`src/uartPkg.sv`:
```
package uartPkg;

    // System clock and serial line rate.
    localparam int CLK_FREQ_HZ = 27_000_000;
    localparam int BAUD_RATE = 115_200;

    // Bit timing gives 234 clocks per bit at these rates.
    localparam int CLKS_PER_BIT = CLK_FREQ_HZ / BAUD_RATE;
    localparam int HALF_BIT = CLKS_PER_BIT / 2;

    // Echo buffer depth must be a power of two.
    localparam int FIFO_DEPTH = 4;

    // Wide enough for CLKS_PER_BIT.
    typedef logic [7:0] bitCnt_t;

    typedef logic [7:0] byte_t;

endpackage

```
`src/uartRx.sv`:
```
`timescale 1ns/100ps

module uartRx import uartPkg::*; (
    input  logic  clk,
    input  logic  arstN,
    input  logic  rxLine,
    output byte_t rxData,
    output logic  rxValid,
    output logic  frameError
);

    typedef enum logic [2:0] {
        RX_IDLE,
        RX_START,
        RX_DATA,
        RX_STOP,
        RX_RECOVER
    } rxState_t;

    rxState_t state;
    bitCnt_t  cnt;
    logic [2:0] bitIdx;
    byte_t    dataBuf;

    // Two-stage synchronizer for the asynchronous serial input.
    logic rxMeta;
    logic rxSync;

    logic halfDone;
    logic bitDone;

    always_ff @(posedge clk or negedge arstN) begin
        if (!arstN) begin
            rxMeta <= 1'b1;
            rxSync <= 1'b1;
        end else begin
            rxMeta <= rxLine;
            rxSync <= rxMeta;
        end
    end

    assign halfDone = (cnt == bitCnt_t'(HALF_BIT - 1));
    assign bitDone  = (cnt == bitCnt_t'(CLKS_PER_BIT - 1));

    always_ff @(posedge clk or negedge arstN) begin
        if (!arstN) begin
            state      <= RX_IDLE;
            cnt        <= '0;
            bitIdx     <= '0;
            rxValid    <= 1'b0;
            frameError <= 1'b0;
        end else begin
            rxValid    <= 1'b0;
            frameError <= 1'b0;
            case (state)
                RX_IDLE: begin
                    cnt <= '0;
                    if (!rxSync) begin
                        state <= RX_START;
                    end
                end
                RX_START: begin
                    if (halfDone) begin
                        cnt <= '0;
                        // Line back high at mid-start means a glitch.
                        if (rxSync) begin
                            state <= RX_IDLE;
                        end else begin
                            state  <= RX_DATA;
                            bitIdx <= '0;
                        end
                    end else begin
                        cnt <= cnt + 1'b1;
                    end
                end
                RX_DATA: begin
                    if (bitDone) begin
                        cnt <= '0;
                        if (bitIdx == 3'd7) begin
                            state <= RX_STOP;
                        end else begin
                            bitIdx <= bitIdx + 1'b1;
                        end
                    end else begin
                        cnt <= cnt + 1'b1;
                    end
                end
                RX_STOP: begin
                    if (bitDone) begin
                        cnt <= '0;
                        if (rxSync) begin
                            rxValid <= 1'b1;
                            state   <= RX_IDLE;
                        end else begin
                            frameError <= 1'b1;
                            state      <= RX_RECOVER;
                        end
                    end else begin
                        cnt <= cnt + 1'b1;
                    end
                end
                RX_RECOVER: begin
                    // Wait for idle line before hunting for a start bit.
                    cnt <= '0;
                    if (rxSync) begin
                        state <= RX_IDLE;
                    end
                end
                default: begin
                    state <= RX_IDLE;
                end
            endcase
        end
    end

    // Data bits arrive LSB first.
    always_ff @(posedge clk) begin
        if (state == RX_DATA && bitDone) begin
            dataBuf[bitIdx] <= rxSync;
        end
    end

    // Output holds the last good byte.
    always_ff @(posedge clk) begin
        if (state == RX_STOP && bitDone && rxSync) begin
            rxData <= dataBuf;
        end
    end

endmodule

```
`src/byteFifo.sv`:
```
`timescale 1ns/100ps

module byteFifo import uartPkg::*; (
    input  logic  clk,
    input  logic  arstN,
    input  logic  push,
    input  byte_t wrData,
    input  logic  pop,
    output byte_t rdData,
    output logic  empty
);

    typedef logic [$clog2(FIFO_DEPTH)-1:0] ptr_t;
    typedef logic [$clog2(FIFO_DEPTH+1)-1:0] count_t;

    byte_t  mem [FIFO_DEPTH];
    ptr_t   wrPtr;
    ptr_t   rdPtr;
    count_t count;

    logic full;
    logic doPush;
    logic doPop;

    assign empty  = (count == '0);
    assign full   = (count == count_t'(FIFO_DEPTH));
    assign doPush = push && !full;
    assign doPop  = pop && !empty;

    // Head entry is always visible.
    assign rdData = mem[rdPtr];

    always_ff @(posedge clk) begin
        if (doPush) begin
            mem[wrPtr] <= wrData;
        end
    end

    // Pointers wrap on their own since the depth is a power of two.
    always_ff @(posedge clk or negedge arstN) begin
        if (!arstN) begin
            wrPtr <= '0;
            rdPtr <= '0;
            count <= '0;
        end else begin
            if (doPush) begin
                wrPtr <= wrPtr + 1'b1;
            end
            if (doPop) begin
                rdPtr <= rdPtr + 1'b1;
            end
            case ({doPush, doPop})
                2'b10: count <= count + 1'b1;
                2'b01: count <= count - 1'b1;
                default: count <= count;
            endcase
        end
    end

endmodule

```
`src/uartTx.sv`:
```
`timescale 1ns/100ps

module uartTx import uartPkg::*; (
    input  logic  clk,
    input  logic  arstN,
    input  logic  empty,
    input  byte_t txByte,
    output logic  pop,
    output logic  txLine
);

    typedef enum logic [1:0] {
        TX_IDLE,
        TX_START,
        TX_DATA,
        TX_STOP
    } txState_t;

    txState_t state;
    bitCnt_t  cnt;
    logic [2:0] bitIdx;

    // Stop, data and start bits; bit 0 goes out first.
    logic [9:0] frame;

    logic bitDone;

    assign bitDone = (cnt == bitCnt_t'(CLKS_PER_BIT - 1));

    // Last stop-bit cycle may take the next byte, so frames run back to back.
    assign pop = !empty && (state == TX_IDLE || (state == TX_STOP && bitDone));

    always_ff @(posedge clk) begin
        if (pop) begin
            frame <= {1'b1, txByte, 1'b0};
        end else if (bitDone) begin
            frame <= {1'b1, frame[9:1]};
        end
    end

    always_ff @(posedge clk or negedge arstN) begin
        if (!arstN) begin
            state  <= TX_IDLE;
            cnt    <= '0;
            bitIdx <= '0;
            txLine <= 1'b1;
        end else begin
            case (state)
                TX_IDLE: begin
                    cnt <= '0;
                    if (pop) begin
                        state  <= TX_START;
                        txLine <= 1'b0;
                    end
                end
                TX_START: begin
                    if (bitDone) begin
                        cnt    <= '0;
                        bitIdx <= '0;
                        state  <= TX_DATA;
                        txLine <= frame[1];
                    end else begin
                        cnt <= cnt + 1'b1;
                    end
                end
                TX_DATA: begin
                    if (bitDone) begin
                        cnt    <= '0;
                        txLine <= frame[1];
                        if (bitIdx == 3'd7) begin
                            state <= TX_STOP;
                        end else begin
                            bitIdx <= bitIdx + 1'b1;
                        end
                    end else begin
                        cnt <= cnt + 1'b1;
                    end
                end
                TX_STOP: begin
                    if (bitDone) begin
                        cnt <= '0;
                        if (pop) begin
                            state  <= TX_START;
                            txLine <= 1'b0;
                        end else begin
                            state  <= TX_IDLE;
                            txLine <= 1'b1;
                        end
                    end else begin
                        cnt <= cnt + 1'b1;
                    end
                end
                default: begin
                    state  <= TX_IDLE;
                    txLine <= 1'b1;
                end
            endcase
        end
    end

endmodule

```
`src/uartEcho.sv`:
```
`timescale 1ns/100ps

module uartEcho import uartPkg::*; (
    input  logic  clk,
    input  logic  arstN,
    input  logic  rxLine,
    output logic  txLine,
    output byte_t rxData,
    output logic  rxValid,
    output logic  frameError
);

    // FIFO head and handshake to the transmitter.
    byte_t fifoData;
    logic  fifoEmpty;
    logic  txPop;

    uartRx rx_i (
        .clk        (clk),
        .arstN      (arstN),
        .rxLine     (rxLine),
        .rxData     (rxData),
        .rxValid    (rxValid),
        .frameError (frameError)
    );

    // Only good bytes are pushed for echo.
    byteFifo fifo_i (
        .clk    (clk),
        .arstN  (arstN),
        .push   (rxValid),
        .wrData (rxData),
        .pop    (txPop),
        .rdData (fifoData),
        .empty  (fifoEmpty)
    );

    uartTx tx_i (
        .clk    (clk),
        .arstN  (arstN),
        .empty  (fifoEmpty),
        .txByte (fifoData),
        .pop    (txPop),
        .txLine (txLine)
    );

endmodule

```
`config.mk`:
```
export PLATFORM = sky130hd
export DESIGN_NAME = uartEcho
export DESIGN_NICKNAME = d
export VERILOG_FILES = /design/src/uartPkg.sv /design/src/uartRx.sv /design/src/byteFifo.sv /design/src/uartTx.sv /design/src/uartEcho.sv
export SDC_FILE = /design/constraint.sdc
export NUM_CORES = 1
export LEC_CHECK = 0
export ABC_CLOCK_PERIOD_IN_PS = 6460
export BUFFER_PORTS_ARGS = -buffer_cell sky130_fd_sc_hd__buf_2
export CAP_MARGIN = 20
export CORE_ASPECT_RATIO = 1.25
export CORE_MARGIN = 5
export CORE_UTILIZATION = 55
export CTS_BUF_LIST = sky130_fd_sc_hd__clkbuf_2 sky130_fd_sc_hd__clkbuf_4 sky130_fd_sc_hd__clkbuf_8
export DETAILED_ROUTE_END_ITERATION = 10
export GPL_ROUTABILITY_DRIVEN = 0
export PLACE_DENSITY = 0.79
export RECOVER_POWER = 50
export SLEW_MARGIN = 0
export SYNTH_ARGS = -nofsm -noshare
export SYNTH_HDL_FRONTEND = slang
export SYNTH_HIERARCHICAL = 1
export SYNTH_SLANG_ARGS = --single-unit
export TNS_END_PERCENT = 1
```
`constraint.sdc`:
```
create_clock -name clk -period 6.46 [get_ports clk]
set_input_delay 1.292 -clock clk [delete_from_list [all_inputs] [get_ports clk]]
set_output_delay 1.292 -clock clk [all_outputs]
set_load 0.005 [all_outputs]
```
; Word-level counts from Yosys, hierarchy flattened
; Memory sizes are Yosys's and may differ from the RTL's.
; Cells that the tools add are included.
[op_classes]
n_addsub = 8
magnitude_cmp = 2
eq_ne = 30
mux = 49
n_reduce_logical = 28
[ops]
columns = cell, count
row1 = 2-to-1 mux 3 bit, 14
row2 = 2-to-1 mux 8 bit, 3
row3 = case mux 8 bit (3 select lines), 1
row4 = "!= test 2 x 1 -> 1 bit, second input constant", 10
row5 = 2-to-1 mux 9 bit, 2
row6 = case mux 3 bit (2 select lines), 3
row7 = "adder 8 x 1 -> 8 bit, second input constant", 2
row8 = "== test 8 bit, second input constant", 2
row9 = case mux 8 bit (2 select lines), 1
row10 = case mux 3 bit (5 select lines), 1
row11 = 2-to-1 mux 1 bit, 14
row12 = "== test 3 bit, second input constant", 4
row13 = 2-to-1 mux 2 bit, 6
row14 = "!= test 2 bit, second input constant", 5
row15 = AND reduction 5 bit, 2
row16 = "adder 3 x 1 -> 3 bit, second input constant", 3
row17 = bitwise mux 8 bit, 1
row18 = "== test 8 x 7 -> 1 bit, second input constant", 1
row19 = logical AND 1 bit, 8
row20 = case mux 2 bit (4 select lines), 1
row21 = nonzero test 2 bit, 4
row22 = "== test 2 bit, second input constant", 3
row23 = "== test 3 x 2 -> 1 bit, second input constant", 2
row24 = zero test 3 bit, 2
row25 = 17 further kinds, 22
[totals]
reg_bits = 64
mem_bits_rw = 32
output_inout_bits = 11
elab_cells = 136
mem_count = 1
[memory_table]
columns = name, depth, word_bits, rd, rd_ports_with_merged_regs, wr, line_no
row1 = fifo_i.mem, 4, 8, 1, 0, 1, byteFifo.sv:16  ; byte_t mem [FIFO_DEPTH];

; Longest topological paths before layout
[logic_depth]
word_depth = 7
ltp_mapped = 13
ltp_nobuf = 12

; Cells and area by module
; The synthesis kept the hierarchy.
[by_module_without_submodules]
columns = module, n_inst, cells_each, area_each_um2, seq_area_each_um2
row1 = byteFifo, 1, 79, 1590.3, 1136.1
row2 = uartRx, 1, 135, 1565.3, 933.4
row3 = uartTx, 1, 100, 1209.9, 591.8

; Worst setup path before layout
; Ideal clock, no wire load.
[synth_timing]
kind = register to register
start = register tx_i.cnt[4]
end = register fifo_i.count[2]
setup_time_ps = 79
arrival_time_ps = 2384
required_time_ps = 6381
slack_ps = 3996
stages_incl_launch_ff = 12
n_path_buf = 1
synth_period_minus_slack_ps = 2464
path_cell_list = dfrtp_1 -> or3b_4 -> nor3_1 -> o21a_1 -> buf_6 -> o31a_2 -> ha_1 -> inv_1 -> fa_1 -> xor2_1 -> nor2_1 -> xor2_1
[synth_via]
elab_chain_len = 7
elab_cells_between_ends = 9
cone_classes = 3 x eq/ne / 1 x mux / 5 x reduce/logical
[synth_rtl]
columns = item, line_no
row1 = start: declaration, uartTx.sv:20  ; bitCnt_t cnt;
row2 = start signal: assignment, uartTx.sv:63  ; cnt <= cnt + 1'b1;
row3 = start signal: assignment, uartTx.sv:76  ; cnt <= cnt + 1'b1;
row4 = start signal: assignment, uartTx.sv:90  ; cnt <= cnt + 1'b1;
row5 = == test 8 bit (*), uartTx.sv:28  ; assign bitDone = (cnt == bitCnt_t'(CLKS_PER_BIT - 1));
row6 = logical AND 1 bit (*), uartTx.sv:31  ; assign pop = !empty && (state == TX_IDLE || (state == TX_STOP && bitDone));
row7 = logical OR 1 bit (*), uartTx.sv:31
row8 = logical AND 1 bit (*), uartTx.sv:31
row9 = net txPop, uartEcho.sv:16  ; logic txPop;
row10 = logical AND 1 bit (*), byteFifo.sv:28  ; assign doPop = pop && !empty;
row11 = net fifo_i.doPop, byteFifo.sv:23  ; logic doPop;
row12 = == test 2 x 1 -> 1 bit / == test 2 bit (equally long branches), byteFifo.sv:52  ; case ({doPush, doPop})
row13 = case mux 3 bit (2 select lines) / nonzero test 2 bit (equally long branches), --
row14 = end signal: assignment, byteFifo.sv:53  ; 2'b10: count <= count + 1'b1;
row15 = end signal: assignment, byteFifo.sv:54  ; 2'b01: count <= count - 1'b1;
row16 = end signal: assignment, byteFifo.sv:55  ; default: count <= count;
row17 = end: declaration, byteFifo.sv:19  ; count_t count;
; The timed path passes the listed nets; every way through them passes the cells marked *.
; A chain may end at the register's enable or synchronous reset.

; Worst setup path after layout
; Same ends and word-level chain as after synthesis.

==> impl_metrics.env <==
export IMPL_htree_levels=3
export IMPL_synth_edf_count=56
export IMPL_ir_drop_uv=134
export IMPL_clkSinkCount=95
export IMPL_start_util_pct=56.0
export IMPL_crit_arrival_ns=3.14
export IMPL_cts_buffer_depth=2
export IMPL_core_area_um2=7790
export IMPL_rsz0062_at_grt="false"
export IMPL_antennaDiodeCount=0
export IMPL_slew_headroom_pct=-41.1
export IMPL_hold_depth=0
export IMPL_required_ns=6.74
export IMPL_clockRootBuffer="clkbuf_8"
export IMPL_maxCapViolCount=1
export IMPL_synth_avg_cell_area_um2=13.9
export IMPL_ys_types=60
export IMPL_cpMostUsedCell="xor2_1"
export IMPL_postCtsHoldBufs=0
export IMPL_grt_start_max_net_pins=40
export IMPL_cp_num_buf_inv=1
export IMPL_hold_class="flip-flop to flip-flop"
export IMPL_cp_max_fo=8
export IMPL_endpoint_kind="flip-flop"
export IMPL_p_leak_nw=1.84
export IMPL_startpoint_type="flip-flop"
export IMPL_ff2ff_path_depth=10
export IMPL_hpwl_um=5020
export IMPL_ys_ff_latch=95
export IMPL_synth_cells=314
export IMPL_crit_family="simple AND/OR/NAND/NOR gates"
export IMPL_worstPathCellList="or3b_1 > nor3_1 > o21a_1 > o31a_2 > ha_1 > inv_1 > fa_1 > xor2_1 > nor2_1 > xor2_1"
export IMPL_r2r_setup_slack_ns=3.60
export IMPL_cts_repair_resized=0
export IMPL_ant_nets=0
export IMPL_post_route_min_period_ns=2.86
export IMPL_crit_type="flip-flop to flip-flop"
export IMPL_chipHeight_um=110
export IMPL_violations="max-capacitance violations, max-slew violations"
export IMPL_grt_pass1_wl_um=12000
export IMPL_clock_latency_ns=0.36
export IMPL_area_growth_pct=6.71
export IMPL_reg2reg_from="tx_i/cnt[4]$_DFF_PN0_"
export IMPL_hold_violations=0
export IMPL_dieArea_um2=9830
export IMPL_syn_area_um2=4370
export IMPL_setup_viol=0
export IMPL_grt_total_usage_pct=16.1
export IMPL_path_clk_slew_ns=0.10
export IMPL_slowest_delay_ns=0.47
export IMPL_nets=352
export IMPL_drt_wl_total_um=7060
export IMPL_cts_tree="built"
export IMPL_pin_count=14
export IMPL_synth_nets=337
export IMPL_drt_iter0_markers=119
export IMPL_powerDensity_nw_per_um2=219
export IMPL_ys_async_sr_fraction_pct=41.1
export IMPL_drc=0
export IMPL_via_count=2475
export IMPL_tightestPinTransition_ns=2.12
export IMPL_min_from="rx_i/rxMeta$_DFF_PN1_"
export IMPL_path_depth=10
export IMPL_utilization_pct=59.8
export IMPL_viasPerCell=5.77
export IMPL_grt_pass1_vias=2533
export IMPL_cp_startpoint="tx_i/cnt[4]$_DFF_PN0_"
export IMPL_synth_flop_cell="edfxtp_1"
export IMPL_chipWidth_um=89.7
export IMPL_placement_io_buffers=13
export IMPL_tns_ns=0
export IMPL_routedWlPerCell_um=16.5
export IMPL_max_freq_ghz=0.350
export IMPL_post_cts_repair_setup_buffers=0
export IMPL_drv_slew=40
export IMPL_drive_gt1_share_pct=15.6
export IMPL_drt_pass1_iter_count=4
export IMPL_synth_warning_count=6
export IMPL_post_route_period_util_pct=44.2
export IMPL_overflow=0
export IMPL_yosysSeqAreaShare_pct=61.0
export IMPL_grt_antenna_before_repair=0
export IMPL_rows=36
export IMPL_skew_ns=0.0107
export IMPL_status="complete, but fails checks"
export IMPL_critPathSlowestCell="or3b_1"
export IMPL_cts_made_buffers=9
[power breakdown]
| part | switching (mW) | total (mW) | internal, mW | leakage (nW) |
|---|---|---|---|---|
| logic | 0.00515 | 0.00583 | 0.000680 | 0.733 |
| registers | 0.00120 | 0.640 | 0.639 | 1.01 |
| clock network | 0.223 | 0.375 | 0.152 | 0.0970 |
[layout by cell type, fill, tap and decap left out, types with 3 or more instances in the layout]
master    count
a21o_1        3
a21oi_1       8
a22o_1       14
and2_0        4
and3_1        7
buf_2        12
clkbuf_8      9
dfrtp_1      36
edfxtp_1     56
ha_1         19
inv_1        15
mux2_1        3
mux4_2        8
nand2_1      10
nand2b_1      4
nand3_1       6
nand4b_1      3
nor2_1       24
nor3_1       18
o21ai_0       6
o21ai_1       4
or3b_1        3
xnor2_1       7
xor2_1        5
[worst paths after layout]
kind,to
min reg2reg,rx_i/rxSync$_DFF_PN1_
min in group asynchronous,tx_i/bitIdx[0]$_DFFE_PN0P_
max,fifo_i/count[2]$_DFFE_PN0P_
min,rx_i/rxSync$_DFF_PN1_
max in group asynchronous,rx_i/cnt[6]$_DFFE_PN0P_
max reg2reg,fifo_i/count[2]$_DFFE_PN0P_
[flip-flops by register name, indices dropped and copies added (netlist names), 2 cells and up]
name	count
fifo_i/count	3
fifo_i/mem	32
fifo_i/rdPtr	2
fifo_i/wrPtr	2
rx_i/bitIdx	3
rx_i/cnt	8
rx_i/dataBuf	8
rx_i/rxData	8
rx_i/state	3
tx_i/bitIdx	3
tx_i/cnt	8
tx_i/frame	8
tx_i/state	2
[synth_stat cells, types with 3 or more instances]
master | number | area [um^2]
nor3_1 | 18 | 90.1
nor2_1 | 23 | 86.3
a22o_1 | 14 | 123
and2_1 | 6 | 37.5
dfstp_2 | 3 | 78.8
nand2b_1 | 4 | 25.0
mux2_1 | 3 | 33.8
inv_1 | 14 | 52.6
a21o_1 | 3 | 22.5
nand2_1 | 10 | 37.5
xor2_1 | 5 | 43.8
edfxtp_1 | 56 | 1680
nand3_1 | 6 | 30.0
o21ai_1 | 5 | 25.0
dfrtp_1 | 36 | 901
xnor2_1 | 7 | 61.3
buf_2 | 3 | 15.0
ha_1 | 19 | 238
mux4_2 | 8 | 180
buf_6 | 3 | 33.8
o21ai_0 | 5 | 25.0
nand4b_1 | 3 | 26.3
and3_1 | 7 | 43.8
a21oi_1 | 8 | 40.0
[final cells by class]
| cell class | instances | area, um^2 |
|---|---|---|
| Inverter | 16 | 60.1 |
| Clock buffer | 9 | 124 |
| Clock inverter | 7 | 72.6 |
| Multi-Input combinational cell | 194 | 1560 |
| Tap cell | 95 | 119 |
| Timing Repair Buffer | 13 | 63.8 |
| Fill cell | 602 | 3130 |
| Sequential cell | 95 | 2660 |
[metrics by stage]
stage	area, um^2	total power [mW]	hold WS (ns)	setup slack (ns)	cells
finish	4660	1.02	0.375	3.60	429
global route	4660	1.06	0.381	3.34	429
CTS	4680	1.04	0.366	3.64	429
detailed placement	4490	0.659	0.347	3.68	413
global placement	4490	0.659	0.348	3.78	413
floorplan	4370	0.654	0.345	4.00	314
[kinds of logic (layout without fill, tap and decap cells)]
logic type                 Yosys count  count (layout)  share of synthesized area (%)
muxes                               16              16                           6.22
adders and majority gates           20              20                           5.90
xor gates and xnor gates            12              12                           2.41
and+or+nand+nor                     96              96                           12.8
AOI/OAI and AO/OA                   50              50                           8.89
DFF                                 95              95                           61.0
buffers and inverters               25              45                           2.78
[layer usage]
layer  track usage (%)  vias to the layer above  share of wire, %  routed length [um]
met2              27.7                       33                53                3740
met3              2.85                       12               2.6                 184
met1              19.5                     1223                42                2980
met4              7.02                        0               2.3                 162
li1                  -                     1207                 -                   -
met5                 0                        -                 0                   0
Note: power is estimated with default switching activity, not from simulation.
